## src/hw/ccu_defines.svh

```systemverilog
`ifndef CCU_DEFINES_SVH
`define CCU_DEFINES_SVH

// caching masters on the interconnect
`define CCU_NUM_MASTERS 4

// bus widths
`define CCU_ADDR_W      32
`define CCU_DATA_W      64

// per-master transaction id, master index sits above it
`define CCU_SLV_ID_W    2

// one cache line is two data beats
`define CCU_LINE_BEATS  2

// ACE snoop code on ar and ac
`define CCU_SNOOP_W     4

`endif

```

## src/hw/ccu_pkg.sv

```systemverilog
`include "ccu_defines.svh"

package ccu_pkg;

    typedef logic [`CCU_ADDR_W-1:0] addr_t;
    typedef logic [`CCU_DATA_W-1:0] data_t;

    // index of a caching master
    typedef logic [$clog2(`CCU_NUM_MASTERS)-1:0] mst_idx_t;

    // full id as seen by the CCU, {master index, slave id}
    typedef logic [`CCU_SLV_ID_W+$clog2(`CCU_NUM_MASTERS)-1:0] id_t;

    // one bit per master
    typedef logic [`CCU_NUM_MASTERS-1:0] mst_vec_t;

    typedef logic [`CCU_SNOOP_W-1:0] snoop_t;

    // read path controller
    typedef enum logic [2:0] {
        IDLE,
        SNOOP_REQ,
        SNOOP_RESP,
        SNOOP_DATA,
        MEM_AR,
        MEM_READ
    } ccu_state_e;

endpackage

```

## src/hw/ccu_req_capture.sv

```systemverilog
`timescale 1ns/1ps
`include "ccu_defines.svh"

module ccu_req_capture
    import ccu_pkg::*;
(
    input  logic       clk_i,
    input  logic       rst_ni,
    input  ccu_state_e state_i,
    input  logic       ar_valid_i,
    input  addr_t      ar_addr_i,
    input  id_t        ar_id_i,
    input  snoop_t     ar_snoop_i,
    output logic       ar_ready_o,
    output addr_t      req_addr_o,
    output id_t        req_id_o,
    output snoop_t     req_snoop_o,
    output mst_vec_t   initiator_o
);

    // byte offset bits within one cache line
    localparam int unsigned LineOffW = $clog2(`CCU_LINE_BEATS * `CCU_DATA_W / 8);

    logic     ar_hs;
    addr_t    line_addr;
    mst_idx_t init_idx;
    mst_vec_t init_dec;

    addr_t    req_addr_q;
    id_t      req_id_q;
    snoop_t   req_snoop_q;
    mst_vec_t initiator_q;

    // one request in flight, accept only when idle
    assign ar_ready_o = (state_i == IDLE);
    assign ar_hs      = ar_valid_i & ar_ready_o;

    // master index lives above the slave id bits
    assign init_idx = ar_id_i[`CCU_SLV_ID_W +: $bits(mst_idx_t)];

    always_comb begin
        init_dec = '0;
        init_dec[init_idx] = 1'b1;
        line_addr = ar_addr_i;
        line_addr[LineOffW-1:0] = '0;
    end

    always_ff @(posedge clk_i) begin
        if (ar_hs) begin
            req_addr_q  <= line_addr;
            req_id_q    <= ar_id_i;
            req_snoop_q <= ar_snoop_i;
        end
    end

    always_ff @(posedge clk_i or negedge rst_ni) begin
        if (!rst_ni) begin
            initiator_q <= '0;
        end else if (ar_hs) begin
            initiator_q <= init_dec;
        end
    end

    assign req_addr_o  = req_addr_q;
    assign req_id_o    = req_id_q;
    assign req_snoop_o = req_snoop_q;
    assign initiator_o = initiator_q;

endmodule

```

## src/hw/ccu_snoop_collect.sv

```systemverilog
`timescale 1ns/1ps
`include "ccu_defines.svh"

module ccu_snoop_collect
    import ccu_pkg::*;
(
    input  logic       clk_i,
    input  logic       rst_ni,
    input  ccu_state_e state_i,
    input  mst_vec_t   initiator_i,
    input  addr_t      req_addr_i,
    input  snoop_t     req_snoop_i,
    output mst_vec_t   ac_valid_o,
    input  mst_vec_t   ac_ready_i,
    output addr_t      ac_addr_o,
    output snoop_t     ac_snoop_o,
    input  mst_vec_t   cr_valid_i,
    output mst_vec_t   cr_ready_o,
    input  mst_vec_t   cr_data_transfer_i,
    input  mst_vec_t   cr_error_i,
    input  mst_vec_t   cr_shared_i,
    input  mst_vec_t   cr_dirty_i,
    output logic       ac_done_o,
    output logic       all_resp_o,
    output logic       hit_o,
    output mst_idx_t   responder_o,
    output mst_vec_t   data_avail_o,
    output logic       shared_any_o,
    output logic       dirty_any_o
);

    mst_vec_t ac_taken_q;
    mst_vec_t resp_q;
    mst_vec_t data_q;
    mst_vec_t err_q;
    mst_vec_t shared_q;
    mst_vec_t dirty_q;
    mst_vec_t ac_hs;
    mst_vec_t cr_hs;
    mst_vec_t good;

    // --------------------------------------------------
    // snoop address channel
    // --------------------------------------------------
    // address and snoop code are common, the initiator is skipped
    assign ac_addr_o  = req_addr_i;
    assign ac_snoop_o = req_snoop_i;
    assign ac_valid_o = (state_i == SNOOP_REQ) ? ~(ac_taken_q | initiator_i) : '0;
    assign ac_hs      = ac_valid_o & ac_ready_i;
    assign ac_done_o  = (state_i == SNOOP_REQ) && (&(ac_taken_q | initiator_i | ac_hs));

    // --------------------------------------------------
    // snoop response channel
    // --------------------------------------------------
    assign cr_ready_o = (state_i == SNOOP_RESP) ? ~resp_q : '0;
    assign cr_hs      = cr_valid_i & cr_ready_o;
    assign all_resp_o = (state_i == SNOOP_RESP) && (&resp_q);

    always_ff @(posedge clk_i or negedge rst_ni) begin
        if (!rst_ni) begin
            ac_taken_q <= '0;
            resp_q     <= '0;
            data_q     <= '0;
            err_q      <= '0;
            shared_q   <= '0;
            dirty_q    <= '0;
        end else if (state_i == IDLE) begin
            ac_taken_q <= '0;
            resp_q     <= '0;
            data_q     <= '0;
            err_q      <= '0;
            shared_q   <= '0;
            dirty_q    <= '0;
        end else if (state_i == SNOOP_REQ) begin
            ac_taken_q <= ac_taken_q | ac_hs;
            // initiator counts as already responded
            resp_q     <= initiator_i;
        end else begin
            resp_q   <= resp_q | cr_hs;
            data_q   <= (data_q & ~cr_hs) | (cr_data_transfer_i & cr_hs);
            err_q    <= (err_q & ~cr_hs) | (cr_error_i & cr_hs);
            shared_q <= (shared_q & ~cr_hs) | (cr_shared_i & cr_hs);
            dirty_q  <= (dirty_q & ~cr_hs) | (cr_dirty_i & cr_hs);
        end
    end

    // error-free data holders, lowest index wins
    assign good = data_q & ~err_q;
    assign hit_o = |good;

    always_comb begin
        responder_o = '0;
        for (int i = `CCU_NUM_MASTERS - 1; i >= 0; i--) begin
            if (good[i]) begin
                responder_o = mst_idx_t'(i);
            end
        end
    end

    assign data_avail_o = data_q;
    assign shared_any_o = |shared_q;
    assign dirty_any_o  = |dirty_q;

endmodule

```

## src/hw/ccu_ctrl_fsm.sv

```systemverilog
`timescale 1ns/1ps
`include "ccu_defines.svh"

module ccu_ctrl_fsm
    import ccu_pkg::*;
(
    input  logic       clk_i,
    input  logic       rst_ni,
    input  logic       ar_valid_i,
    input  logic       ar_ready_i,
    input  logic       ac_done_i,
    input  logic       all_resp_i,
    input  logic       hit_i,
    input  logic       line_done_i,
    input  addr_t      req_addr_i,
    input  id_t        req_id_i,
    output logic       mem_ar_valid_o,
    input  logic       mem_ar_ready_i,
    output addr_t      mem_ar_addr_o,
    output id_t        mem_ar_id_o,
    output ccu_state_e state_o
);

    ccu_state_e state_d;
    ccu_state_e state_q;

    // --------------------------------------------------
    // next state
    // --------------------------------------------------
    always_comb begin
        state_d = state_q;
        case (state_q)
            IDLE: begin
                if (ar_valid_i && ar_ready_i) begin
                    state_d = SNOOP_REQ;
                end
            end
            SNOOP_REQ: begin
                // every other master took its snoop
                if (ac_done_i) begin
                    state_d = SNOOP_RESP;
                end
            end
            SNOOP_RESP: begin
                if (all_resp_i) begin
                    state_d = hit_i ? SNOOP_DATA : MEM_AR;
                end
            end
            SNOOP_DATA: begin
                if (line_done_i) begin
                    state_d = IDLE;
                end
            end
            MEM_AR: begin
                if (mem_ar_ready_i) begin
                    state_d = MEM_READ;
                end
            end
            MEM_READ: begin
                if (line_done_i) begin
                    state_d = IDLE;
                end
            end
            default: begin
                state_d = IDLE;
            end
        endcase
    end

    always_ff @(posedge clk_i or negedge rst_ni) begin
        if (!rst_ni) begin
            state_q <= IDLE;
        end else begin
            state_q <= state_d;
        end
    end

    // memory read of the whole line on a snoop miss
    assign mem_ar_valid_o = (state_q == MEM_AR);
    assign mem_ar_addr_o  = req_addr_i;
    assign mem_ar_id_o    = req_id_i;

    assign state_o = state_q;

endmodule

```

## src/hw/ccu_read_return.sv

```systemverilog
`timescale 1ns/1ps
`include "ccu_defines.svh"

module ccu_read_return
    import ccu_pkg::*;
(
    input  logic       clk_i,
    input  logic       rst_ni,
    input  ccu_state_e state_i,
    input  id_t        req_id_i,
    input  mst_idx_t   responder_i,
    input  mst_vec_t   data_avail_i,
    input  logic       shared_any_i,
    input  logic       dirty_any_i,
    input  mst_vec_t   cd_valid_i,
    output mst_vec_t   cd_ready_o,
    input  data_t [`CCU_NUM_MASTERS-1:0] cd_data_i,
    input  mst_vec_t   cd_last_i,
    input  logic       mem_r_valid_i,
    output logic       mem_r_ready_o,
    input  data_t      mem_r_data_i,
    input  logic       mem_r_last_i,
    output logic       r_valid_o,
    input  logic       r_ready_i,
    output data_t      r_data_o,
    output id_t        r_id_o,
    output logic       r_last_o,
    output logic       r_shared_o,
    output logic       r_dirty_o,
    output logic       line_done_o
);

    localparam int unsigned IdxW = $clog2(`CCU_LINE_BEATS);
    localparam int unsigned CntW = $clog2(`CCU_LINE_BEATS + 1);

    data_t           line_q [`CCU_LINE_BEATS];
    logic [IdxW-1:0] sent_q;
    logic [CntW-1:0] stored_q;
    logic [IdxW-1:0] wr_idx;
    mst_vec_t        cd_last_q;
    mst_vec_t        cd_hs;
    logic            drain;
    logic            resp_hs;
    logic            r_hs;

    // --------------------------------------------------
    // snoop data intake
    // --------------------------------------------------
    // every data master is drained, also on the memory path
    assign drain = (state_i == SNOOP_DATA) || (state_i == MEM_AR) || (state_i == MEM_READ);
    assign cd_ready_o = drain ? (data_avail_i & ~cd_last_q) : '0;
    assign cd_hs = cd_valid_i & cd_ready_o;

    // only the responder's beats land in the line buffer
    assign resp_hs = (state_i == SNOOP_DATA) && cd_hs[responder_i];
    // beats received so far give the slot
    assign wr_idx = IdxW'(sent_q + stored_q);

    always_ff @(posedge clk_i) begin
        if (resp_hs) begin
            line_q[wr_idx] <= cd_data_i[responder_i];
        end
    end

    // --------------------------------------------------
    // read data channel
    // --------------------------------------------------
    always_comb begin
        r_valid_o     = 1'b0;
        r_data_o      = line_q[sent_q];
        r_last_o      = (sent_q == IdxW'(`CCU_LINE_BEATS - 1));
        r_shared_o    = 1'b0;
        r_dirty_o     = 1'b0;
        mem_r_ready_o = 1'b0;
        case (state_i)
            SNOOP_DATA: begin
                r_valid_o  = (stored_q != '0);
                r_shared_o = shared_any_i;
                r_dirty_o  = dirty_any_i;
            end
            MEM_READ: begin
                // straight pass-through from memory
                r_valid_o     = mem_r_valid_i;
                r_data_o      = mem_r_data_i;
                r_last_o      = mem_r_last_i;
                mem_r_ready_o = r_ready_i;
            end
            default: begin
            end
        endcase
    end

    assign r_id_o      = req_id_i;
    assign r_hs        = r_valid_o & r_ready_i;
    assign line_done_o = r_hs & r_last_o;

    always_ff @(posedge clk_i or negedge rst_ni) begin
        if (!rst_ni) begin
            sent_q    <= '0;
            stored_q  <= '0;
            cd_last_q <= '0;
        end else if (state_i == IDLE) begin
            sent_q    <= '0;
            stored_q  <= '0;
            cd_last_q <= '0;
        end else begin
            cd_last_q <= cd_last_q | (cd_hs & cd_last_i);
            if (state_i == SNOOP_DATA) begin
                if (r_hs) begin
                    sent_q <= sent_q + 1'b1;
                end
                // beats stored but not yet sent
                if (resp_hs && !r_hs) begin
                    stored_q <= stored_q + CntW'(1);
                end else if (r_hs && !resp_hs) begin
                    stored_q <= stored_q - CntW'(1);
                end
            end
        end
    end

endmodule

```

## src/hw/ccu_top.sv

```systemverilog
`timescale 1ns/1ps
`include "ccu_defines.svh"

module ccu_top
    import ccu_pkg::*;
(
    input  logic     clk_i,
    input  logic     rst_ni,
    // read request and data to the masters
    input  logic     ar_valid_i,
    output logic     ar_ready_o,
    input  addr_t    ar_addr_i,
    input  id_t      ar_id_i,
    input  snoop_t   ar_snoop_i,
    output logic     r_valid_o,
    input  logic     r_ready_i,
    output data_t    r_data_o,
    output id_t      r_id_o,
    output logic     r_last_o,
    output logic     r_shared_o,
    output logic     r_dirty_o,
    // memory side
    output logic     mem_ar_valid_o,
    input  logic     mem_ar_ready_i,
    output addr_t    mem_ar_addr_o,
    output id_t      mem_ar_id_o,
    input  logic     mem_r_valid_i,
    output logic     mem_r_ready_o,
    input  data_t    mem_r_data_i,
    input  logic     mem_r_last_i,
    // snoop channels
    output mst_vec_t ac_valid_o,
    input  mst_vec_t ac_ready_i,
    output addr_t    ac_addr_o,
    output snoop_t   ac_snoop_o,
    input  mst_vec_t cr_valid_i,
    output mst_vec_t cr_ready_o,
    input  mst_vec_t cr_data_transfer_i,
    input  mst_vec_t cr_error_i,
    input  mst_vec_t cr_shared_i,
    input  mst_vec_t cr_dirty_i,
    input  mst_vec_t cd_valid_i,
    output mst_vec_t cd_ready_o,
    input  data_t [`CCU_NUM_MASTERS-1:0] cd_data_i,
    input  mst_vec_t cd_last_i
);

    ccu_state_e state_q;
    addr_t      req_addr;
    id_t        req_id;
    snoop_t     req_snoop;
    mst_vec_t   initiator;
    logic       ac_done;
    logic       all_resp;
    logic       hit;
    mst_idx_t   responder;
    mst_vec_t   data_avail;
    logic       shared_any;
    logic       dirty_any;
    logic       line_done;

    ccu_req_capture i_req_capture (
        .clk_i       (clk_i),
        .rst_ni      (rst_ni),
        .state_i     (state_q),
        .ar_valid_i  (ar_valid_i),
        .ar_addr_i   (ar_addr_i),
        .ar_id_i     (ar_id_i),
        .ar_snoop_i  (ar_snoop_i),
        .ar_ready_o  (ar_ready_o),
        .req_addr_o  (req_addr),
        .req_id_o    (req_id),
        .req_snoop_o (req_snoop),
        .initiator_o (initiator)
    );

    ccu_snoop_collect i_snoop_collect (
        .clk_i              (clk_i),
        .rst_ni             (rst_ni),
        .state_i            (state_q),
        .initiator_i        (initiator),
        .req_addr_i         (req_addr),
        .req_snoop_i        (req_snoop),
        .ac_valid_o         (ac_valid_o),
        .ac_ready_i         (ac_ready_i),
        .ac_addr_o          (ac_addr_o),
        .ac_snoop_o         (ac_snoop_o),
        .cr_valid_i         (cr_valid_i),
        .cr_ready_o         (cr_ready_o),
        .cr_data_transfer_i (cr_data_transfer_i),
        .cr_error_i         (cr_error_i),
        .cr_shared_i        (cr_shared_i),
        .cr_dirty_i         (cr_dirty_i),
        .ac_done_o          (ac_done),
        .all_resp_o         (all_resp),
        .hit_o              (hit),
        .responder_o        (responder),
        .data_avail_o       (data_avail),
        .shared_any_o       (shared_any),
        .dirty_any_o        (dirty_any)
    );

    ccu_ctrl_fsm i_ctrl_fsm (
        .clk_i          (clk_i),
        .rst_ni         (rst_ni),
        .ar_valid_i     (ar_valid_i),
        .ar_ready_i     (ar_ready_o),
        .ac_done_i      (ac_done),
        .all_resp_i     (all_resp),
        .hit_i          (hit),
        .line_done_i    (line_done),
        .req_addr_i     (req_addr),
        .req_id_i       (req_id),
        .mem_ar_valid_o (mem_ar_valid_o),
        .mem_ar_ready_i (mem_ar_ready_i),
        .mem_ar_addr_o  (mem_ar_addr_o),
        .mem_ar_id_o    (mem_ar_id_o),
        .state_o        (state_q)
    );

    ccu_read_return i_read_return (
        .clk_i         (clk_i),
        .rst_ni        (rst_ni),
        .state_i       (state_q),
        .req_id_i      (req_id),
        .responder_i   (responder),
        .data_avail_i  (data_avail),
        .shared_any_i  (shared_any),
        .dirty_any_i   (dirty_any),
        .cd_valid_i    (cd_valid_i),
        .cd_ready_o    (cd_ready_o),
        .cd_data_i     (cd_data_i),
        .cd_last_i     (cd_last_i),
        .mem_r_valid_i (mem_r_valid_i),
        .mem_r_ready_o (mem_r_ready_o),
        .mem_r_data_i  (mem_r_data_i),
        .mem_r_last_i  (mem_r_last_i),
        .r_valid_o     (r_valid_o),
        .r_ready_i     (r_ready_i),
        .r_data_o      (r_data_o),
        .r_id_o        (r_id_o),
        .r_last_o      (r_last_o),
        .r_shared_o    (r_shared_o),
        .r_dirty_o     (r_dirty_o),
        .line_done_o   (line_done)
    );

endmodule

```

## config.mk

```make
export PLATFORM = sky130hd
export DESIGN_NAME = ccu_top
export DESIGN_NICKNAME = d
export VERILOG_FILES = /design/src/hw/ccu_pkg.sv /design/src/hw/ccu_req_capture.sv /design/src/hw/ccu_snoop_collect.sv /design/src/hw/ccu_ctrl_fsm.sv /design/src/hw/ccu_read_return.sv /design/src/hw/ccu_top.sv
export VERILOG_INCLUDE_DIRS = /design/src /design/src/hw
export SDC_FILE = /design/constraint.sdc
export NUM_CORES = 1
export LEC_CHECK = 0
export BUFFER_PORTS_ARGS = -buffer_cell sky130_fd_sc_hd__buf_4
export CAP_MARGIN = 20
export CORE_AREA = 2 2 218 220
export DETAILED_ROUTE_END_ITERATION = 10
export DIE_AREA = 0 0 220 222
export PLACE_DENSITY = 0.45
export SLEW_MARGIN = 0
export SYNTH_ARGS = -nofsm -noshare
export SYNTH_HDL_FRONTEND = slang
export SYNTH_HIERARCHICAL = 1
export SYNTH_SLANG_ARGS = --single-unit
export TNS_END_PERCENT = 100
```

## constraint.sdc

```tcl
create_clock -name clk_i -period 10 [get_ports clk_i]
set_clock_uncertainty 0.2 [all_clocks]
set_input_delay 1 -clock clk_i [delete_from_list [all_inputs] [get_ports clk_i]]
set_output_delay 1 -clock clk_i [all_outputs]
set_load 0.005 [all_outputs]
```

## Word level (Yosys, flattened, before mapping)

Memory sizes are Yosys's and may differ from the RTL's.
Index checks and enable logic that the tools add are counted.

| cells by class | value |
|---|---|
| reductions and logical operators | 26 |
| multiplexer cells | 48 |
| $lt $le $gt $ge | 3 |
| eq/ne operators | 11 |
| add/sub/neg operators | 4 |
| bitwise logic cells | 31 |

Operator list:

| kind | number |
|---|---|
| 64-bit binary-select mux with 2-bit select | 1 |
| 64-bit 2-to-1 mux | 2 |
| 4-bit 2-to-1 mux | 16 |
| 4-bit bitwise AND | 14 |
| 4-bit OR | 9 |
| 4-bit inverter | 5 |
| 3-bit 2-to-1 mux | 6 |
| 2-bit 2-to-1 mux | 8 |
| 3-bit case mux with 5 select lines | 1 |
| 4-bit OR reduction | 3 |
| 1-bit 2-to-1 mux | 11 |
| 4-bit AND reduction | 2 |
| 2-bit nonzero test | 4 |
| 1-bit logical AND | 7 |
| 3-bit by 2-bit == test with 1-bit output, second input constant | 2 |
| 3-bit == test, second input constant | 2 |
| 2-bit by 3-bit less-than comparator with 1-bit output, second input constant | 2 |
| 2-bit by 1-bit != test with 1-bit output, second input constant | 3 |
| 2-bit != test, second input constant | 3 |
| 5-bit AND reduction | 1 |
| 2-bit AND reduction | 2 |
| 1-bit bitwise AND | 3 |
| 3-bit by 1-bit == test with 1-bit output, second input constant | 1 |
| 3-bit logical NOT | 1 |
| other kinds (12) | 14 |

| storage, ports and cells | value |
|---|---|
| word-level logic and storage cells | 138 |
| memories | 1 |
| RAM bits | 128 |
| output and inout port bits | 159 |
| register bits after elaboration | 74 |

Memories:

| memory | depth | width | read ports | clocked after memory_dff | write ports | RTL line | source |
|---|---|---|---|---|---|---|---|
| i_read_return.line_q | 2 | 64 | 1 | 0 | 1 | ccu_read_return.sv:36 | `` data_t line_q [`CCU_LINE_BEATS]; `` |

## Logic depth before layout (Yosys ltp)

| depth | value |
|---|---|
| depth in word-level cells | 15 |
| gate-level depth with buffers | 9 |

## Modules after synthesis

Netlist, hierarchy kept.

Modules (own cells, without submodules):

| module | seq. area each (µm²) | times used | area each (µm²) | cells each |
|---|---|---|---|---|
| ccu_read_return | 4,018.9 | 1 | 7,293.2 | 493 |
| ccu_snoop_collect | 600.6 | 1 | 1,519.0 | 159 |
| ccu_req_capture | 1,181.1 | 1 | 1,311.3 | 56 |
| ccu_ctrl_fsm | 75.1 | 1 | 535.5 | 64 |

## Worst setup path before layout

Ideal clock, no wire load.

| path | value |
|---|---|
| path kind | input port to flip-flop |
| start point | input cd_valid_i[2] |
| end point | memory i_read_return/line_q[1][0] (netlist name) (enable) |
| arrival | 5.884 ns |
| buffers on the path | 0 |
| setup time | 0.565 ns |
| data required time | 9.235 ns |
| path slack | 3.351 ns |
| stages on the path | 4 |
| path through | inv_1 o311ai_0 nand2_1 nor3_1 |

| on the way | value |
|---|---|
| cells in the longest elaborated chain, start to end | 6 |

RTL lines:

| element | RTL line | source |
|---|---|---|
| start, declared | ccu_top.sv:42 | `input mst_vec_t cd_valid_i,` |
| 4-bit bitwise AND | ccu_read_return.sv:52 | `assign cd_hs = cd_valid_i & cd_ready_o;` |
| 1-bit binary-select mux with 2-bit select | ccu_read_return.sv:55 | `assign resp_hs = (state_i == SNOOP_DATA) && cd_hs[responder_i];` |
| 1-bit 2-to-1 mux (not written as such) | ccu_read_return.sv:55 |  |
| 1-bit logical AND | ccu_read_return.sv:55 |  |
| 1-bit 2-to-1 mux | ccu_read_return.sv:60 | `if (resp_hs) begin` |
| 1-bit 2-to-1 mux (not written as such) | ccu_read_return.sv:61 | `line_q[wr_idx] <= cd_data_i[responder_i];` |
| end, declared | ccu_read_return.sv:36 |  |

Every way passes these cells. The select of a mux whose other input is x is not followed.

## Final worst setup path

| path | value |
|---|---|
| start point | register i_ctrl_fsm.state_q[1] (netlist: i_ctrl_fsm/state_o[1]) |
| end point | output r_last_o |

| on the way | value |
|---|---|
| cells in the longest elaborated chain, start to end | 2 |

RTL lines:

| element | RTL line | source |
|---|---|---|
| start, declared | ccu_ctrl_fsm.sv:25 | `ccu_state_e state_q;` |
| start signal, assigned | ccu_ctrl_fsm.sv:74 | `state_q <= state_d;` |
| 3-bit == test | ccu_read_return.sv:75 | `case (state_i)` |
| 1-bit 2-to-1 mux | ccu_read_return.sv:75 |  |
| end, declared | ccu_top.sv:19 | `output logic r_last_o,` |

Every way passes these cells.

==> metrics.txt <==
setup bufs post-CTS=0; initial antenna violation count=1; CTS max path bufs=3; Reg2Reg Setup Slack=6.49 ns; largest net degree at the start of global routing=72; met2 Resource Use GR=a little over a quarter; Setup TNS=0 ns; combinational fraction of design power=a little under half; Pint=about 2.6 mW; Yosys reg bits=about 200; leading area contributor after synthesis=edfxtp_1; I/O pin count=558; R2R depth=6; Max Slew Vio Count=0; most frequent cell after synthesis=edfxtp_1; leading cell types by count after synthesis=164 x edfxtp_1, 93 x nor2_1, 86 x buf_4, 72 x a21oi_1, 66 x mux2i_1; DRT antenna net count=0; critical path peak fanout=slightly above 70; Top Usage Layer GRT=met2; Root Buffer=clkbuf_16; Post-route DRC=0; Initial DRC Count=around 300; fin crit period=4.290 ns; Main synth FF type=edfxtp_1; GRT Total Usage=between 10 and 15%; cell depth of the worst setup path=6; n_diodes=0; share of the synthesized area in the top cell type=a little under half; Hold Crit Class=in -> async; CP Launch Type=register; clock power share=about 22%; Clock transition at path regs=0.06 ns; unrepaired setup endpoints after global routing=false; Worst Max-Slew Pin Slew=a little over 1 ns; gp weighted congestion=0.8351; Worst Path Buf+Inv=4; worst vdd ir=~0.13 mV; area occupied by multi-input gates=between 3000 and 4000 µm²; max incr delay on CP=about 0.7 ns; cell mode on critical path=buf_4; Die W=roughly 220 µm; CP top delay family=buffers and inverters; Fillers=roughly 4700; vias per cell=4.355; CP max stage cell=buf_4; nets@finish=approximately 1600; CP Class=reg -> out; Mapped Area=about 11000 µm²; CTS Buf Count=24; detailed-placement wirelength estimate=approximately 30 mm; IO Port Bufs=around 550; die area=48840 µm²; total vias in the final route=slightly above 8000; Async S/R FF share, synth=between 10% and 20%; FP Rows=between 70 and 80; GR met1 Demand/Resource=between 15 and 20%; Distinct cells, synth=58; core outline area=between 40000 and 50000 µm²; status=complete, no violations; Area Overhead vs Synth=46.52%; Die Ht=between 200 and 250 µm; Critical Path RT=8.80 ns; Switching Fraction=roughly 34%; top cells by area, synth=edfxtp_1 46%, mux4_2 14%, dfrtp_1 8.9%, mux2i_1 6.2%, buf_4 6.1%; vias in the first global route=~8400; Tcrit/Tclk final=42.90%; Seq/Total Area, Yosys=between 50% and 60%; Register Area=5879 µm²; clock insertion delay at the later pin of the skew report=0.53 ns; Total Power=about 3.9 mW; Critical Path, Cell by Cell=buf_4, nand3b_1, buf_4, buf_4, mux2_2, buf_4; Initial Utilization=23.04%; CP endpoint kind=primary output; H-Tree Depth=1; TritonRoute pass-1 iters=5; grt ovf=0; pwr/cell area=roughly 250 nW/µm²; met3 usage=roughly 3.6%; wire per inst=between 20 and 25 µm; first-pass GRT wire length=53.43 mm; Rel. slew slack=a little under a third; max cap viols=0; Worst Path Arrival=between 3 and 4 ns; clock sink count=between 200 and 250; switching power=between 1 and 1.5 mW; Synth Instances=just under 800; number of flops mapped to enable cells by yosys=roughly 160; Final Hold Vio Count=0; WL final=37.53 mm; CTS resizes=0; # hold bufs at CTS=0; YS warnings=6; sequential cell fraction of total power=32.5%; share of layout cells above drive strength 1=between 50% and 60%; final setup fails=0; fmax=233.1 MHz; CTS tree=done; mean area per synthesized cell=between 10 and 15 µm²; LEAKAGE=~6.3 nW
[worst paths after layout]
path,from,to
min in group clk_i,i_read_return/cd_last_q[1],i_read_return/cd_last_q[1]
max in group asynchronous,rst_ni,i_read_return/sent_q
hold reg to reg,i_read_return/cd_last_q[1],i_read_return/cd_last_q[1]
setup reg to reg,i_snoop_collect/data_avail_o[1],i_read_return/line_q[0][24]
setup / recovery,i_ctrl_fsm/state_o[1],r_last_o
hold / removal,rst_ni,i_snoop_collect/dirty_q[0]
[state kept, by name, summed over array words and instances (netlist names)]
signal,count
i_ctrl_fsm/state_o,3
i_read_return/cd_last_q,4
i_read_return/line_q,128
i_read_return/sent_q,1
i_read_return/stored_q,2
i_req_capture/initiator_o,4
i_req_capture/req_addr_o,28
i_req_capture/req_id_o,4
i_req_capture/req_snoop_o,4
i_snoop_collect/ac_taken_q,4
i_snoop_collect/data_avail_o,4
i_snoop_collect/dirty_q,4
i_snoop_collect/err_q,4
i_snoop_collect/resp_q,4
i_snoop_collect/shared_q,4
[power by group through the flow]
| stage | combinational (mW) | sequential [mW] | clock [mW] |
|---|---|---|---|
| floorplan | 1.14 | 1.27 | 0 |
| global placement | 1.80 | 1.27 | 0 |
| global route | 1.93 | 1.27 | 0.927 |
| finish | 1.76 | 1.26 | 0.861 |
| CTS | 1.82 | 1.26 | 0.899 |
| detailed placement | 1.81 | 1.28 | 0 |
[cells in the final DEF (no fill, tap or decap), drive strengths merged, types with 5 or more instances in the layout]
| cell | synthesis | final |
|---|---|---|
| o21ai | 8 | 8 |
| edfxtp | 164 | 164 |
| nor3 | 14 | 14 |
| clkbuf | 8 | 32 |
| and2 | 5 | 5 |
| nand2b | 6 | 6 |
| a31oi | 5 | 5 |
| mux2 | 23 | 23 |
| dfrtp | 38 | 38 |
| clkinv | 0 | 8 |
| buf | 114 | 560 |
| mux2i | 66 | 66 |
| nand3b | 7 | 7 |
| nor2b | 23 | 23 |
| inv | 11 | 12 |
| nor2 | 93 | 93 |
| mux4 | 64 | 64 |
| nand2 | 6 | 6 |
| a21oi | 73 | 73 |
[worst reg2reg max path, cell delays in order, from the launching register on]
cell and delay (ns):
dfrtp_1 0.37, nor2b_1 0.26, a21oi_1 0.11, nor2_4 0.35, buf_4 0.44, buf_4 0.73, mux4_2 0.77
[layer usage]
metal / routed length [µm] / vias to the layer above / share of wire, %
met1: 14060 / 3917 / 37
met5: 0 / - / 0
met2: 19770 / 371 / 53
li1: - / 3790 / -
met4: 838 / 0 / 2.2
met3: 2859 / 39 / 7.6
[final cells by class]
type	count	share of cell area, %
multi-input cells	440	25.32
inverters	11	0.2644
clock buffers	32	4.430
clock inverters	12	0.5608
well taps	607	4.863
repair buffers	560	26.92
flip-flops and latches	202	37.65
[kinds of logic after synthesis]
logic type	share of synthesized area, %
xor+xnor	0.2466
mux	22.19
compound gates	6.046
buf+inv	8.076
flops	55.12
other cells	0.03518
simple gates	8.287
[metrics by stage]
step / std cells / utilization [%] / instance area, µm² / setup WS (ns) / hold slack [ns]
floorplan: 775 / - / 10670 / 3.351 / 0.2574
finish: 1864 / 33.76 / 15620 / 5.710 / 0.2472
CTS: 1864 / 33.76 / 15620 / 5.586 / 0.2354
global placement: 1820 / 32.08 / 14840 / 6.206 / 0.2778
detailed placement: 1820 / 32.08 / 14840 / 6.191 / 0.2846
global route: 1864 / 33.76 / 15620 / 5.457 / 0.2729
Note: power is estimated with default switching activity, not from simulation.
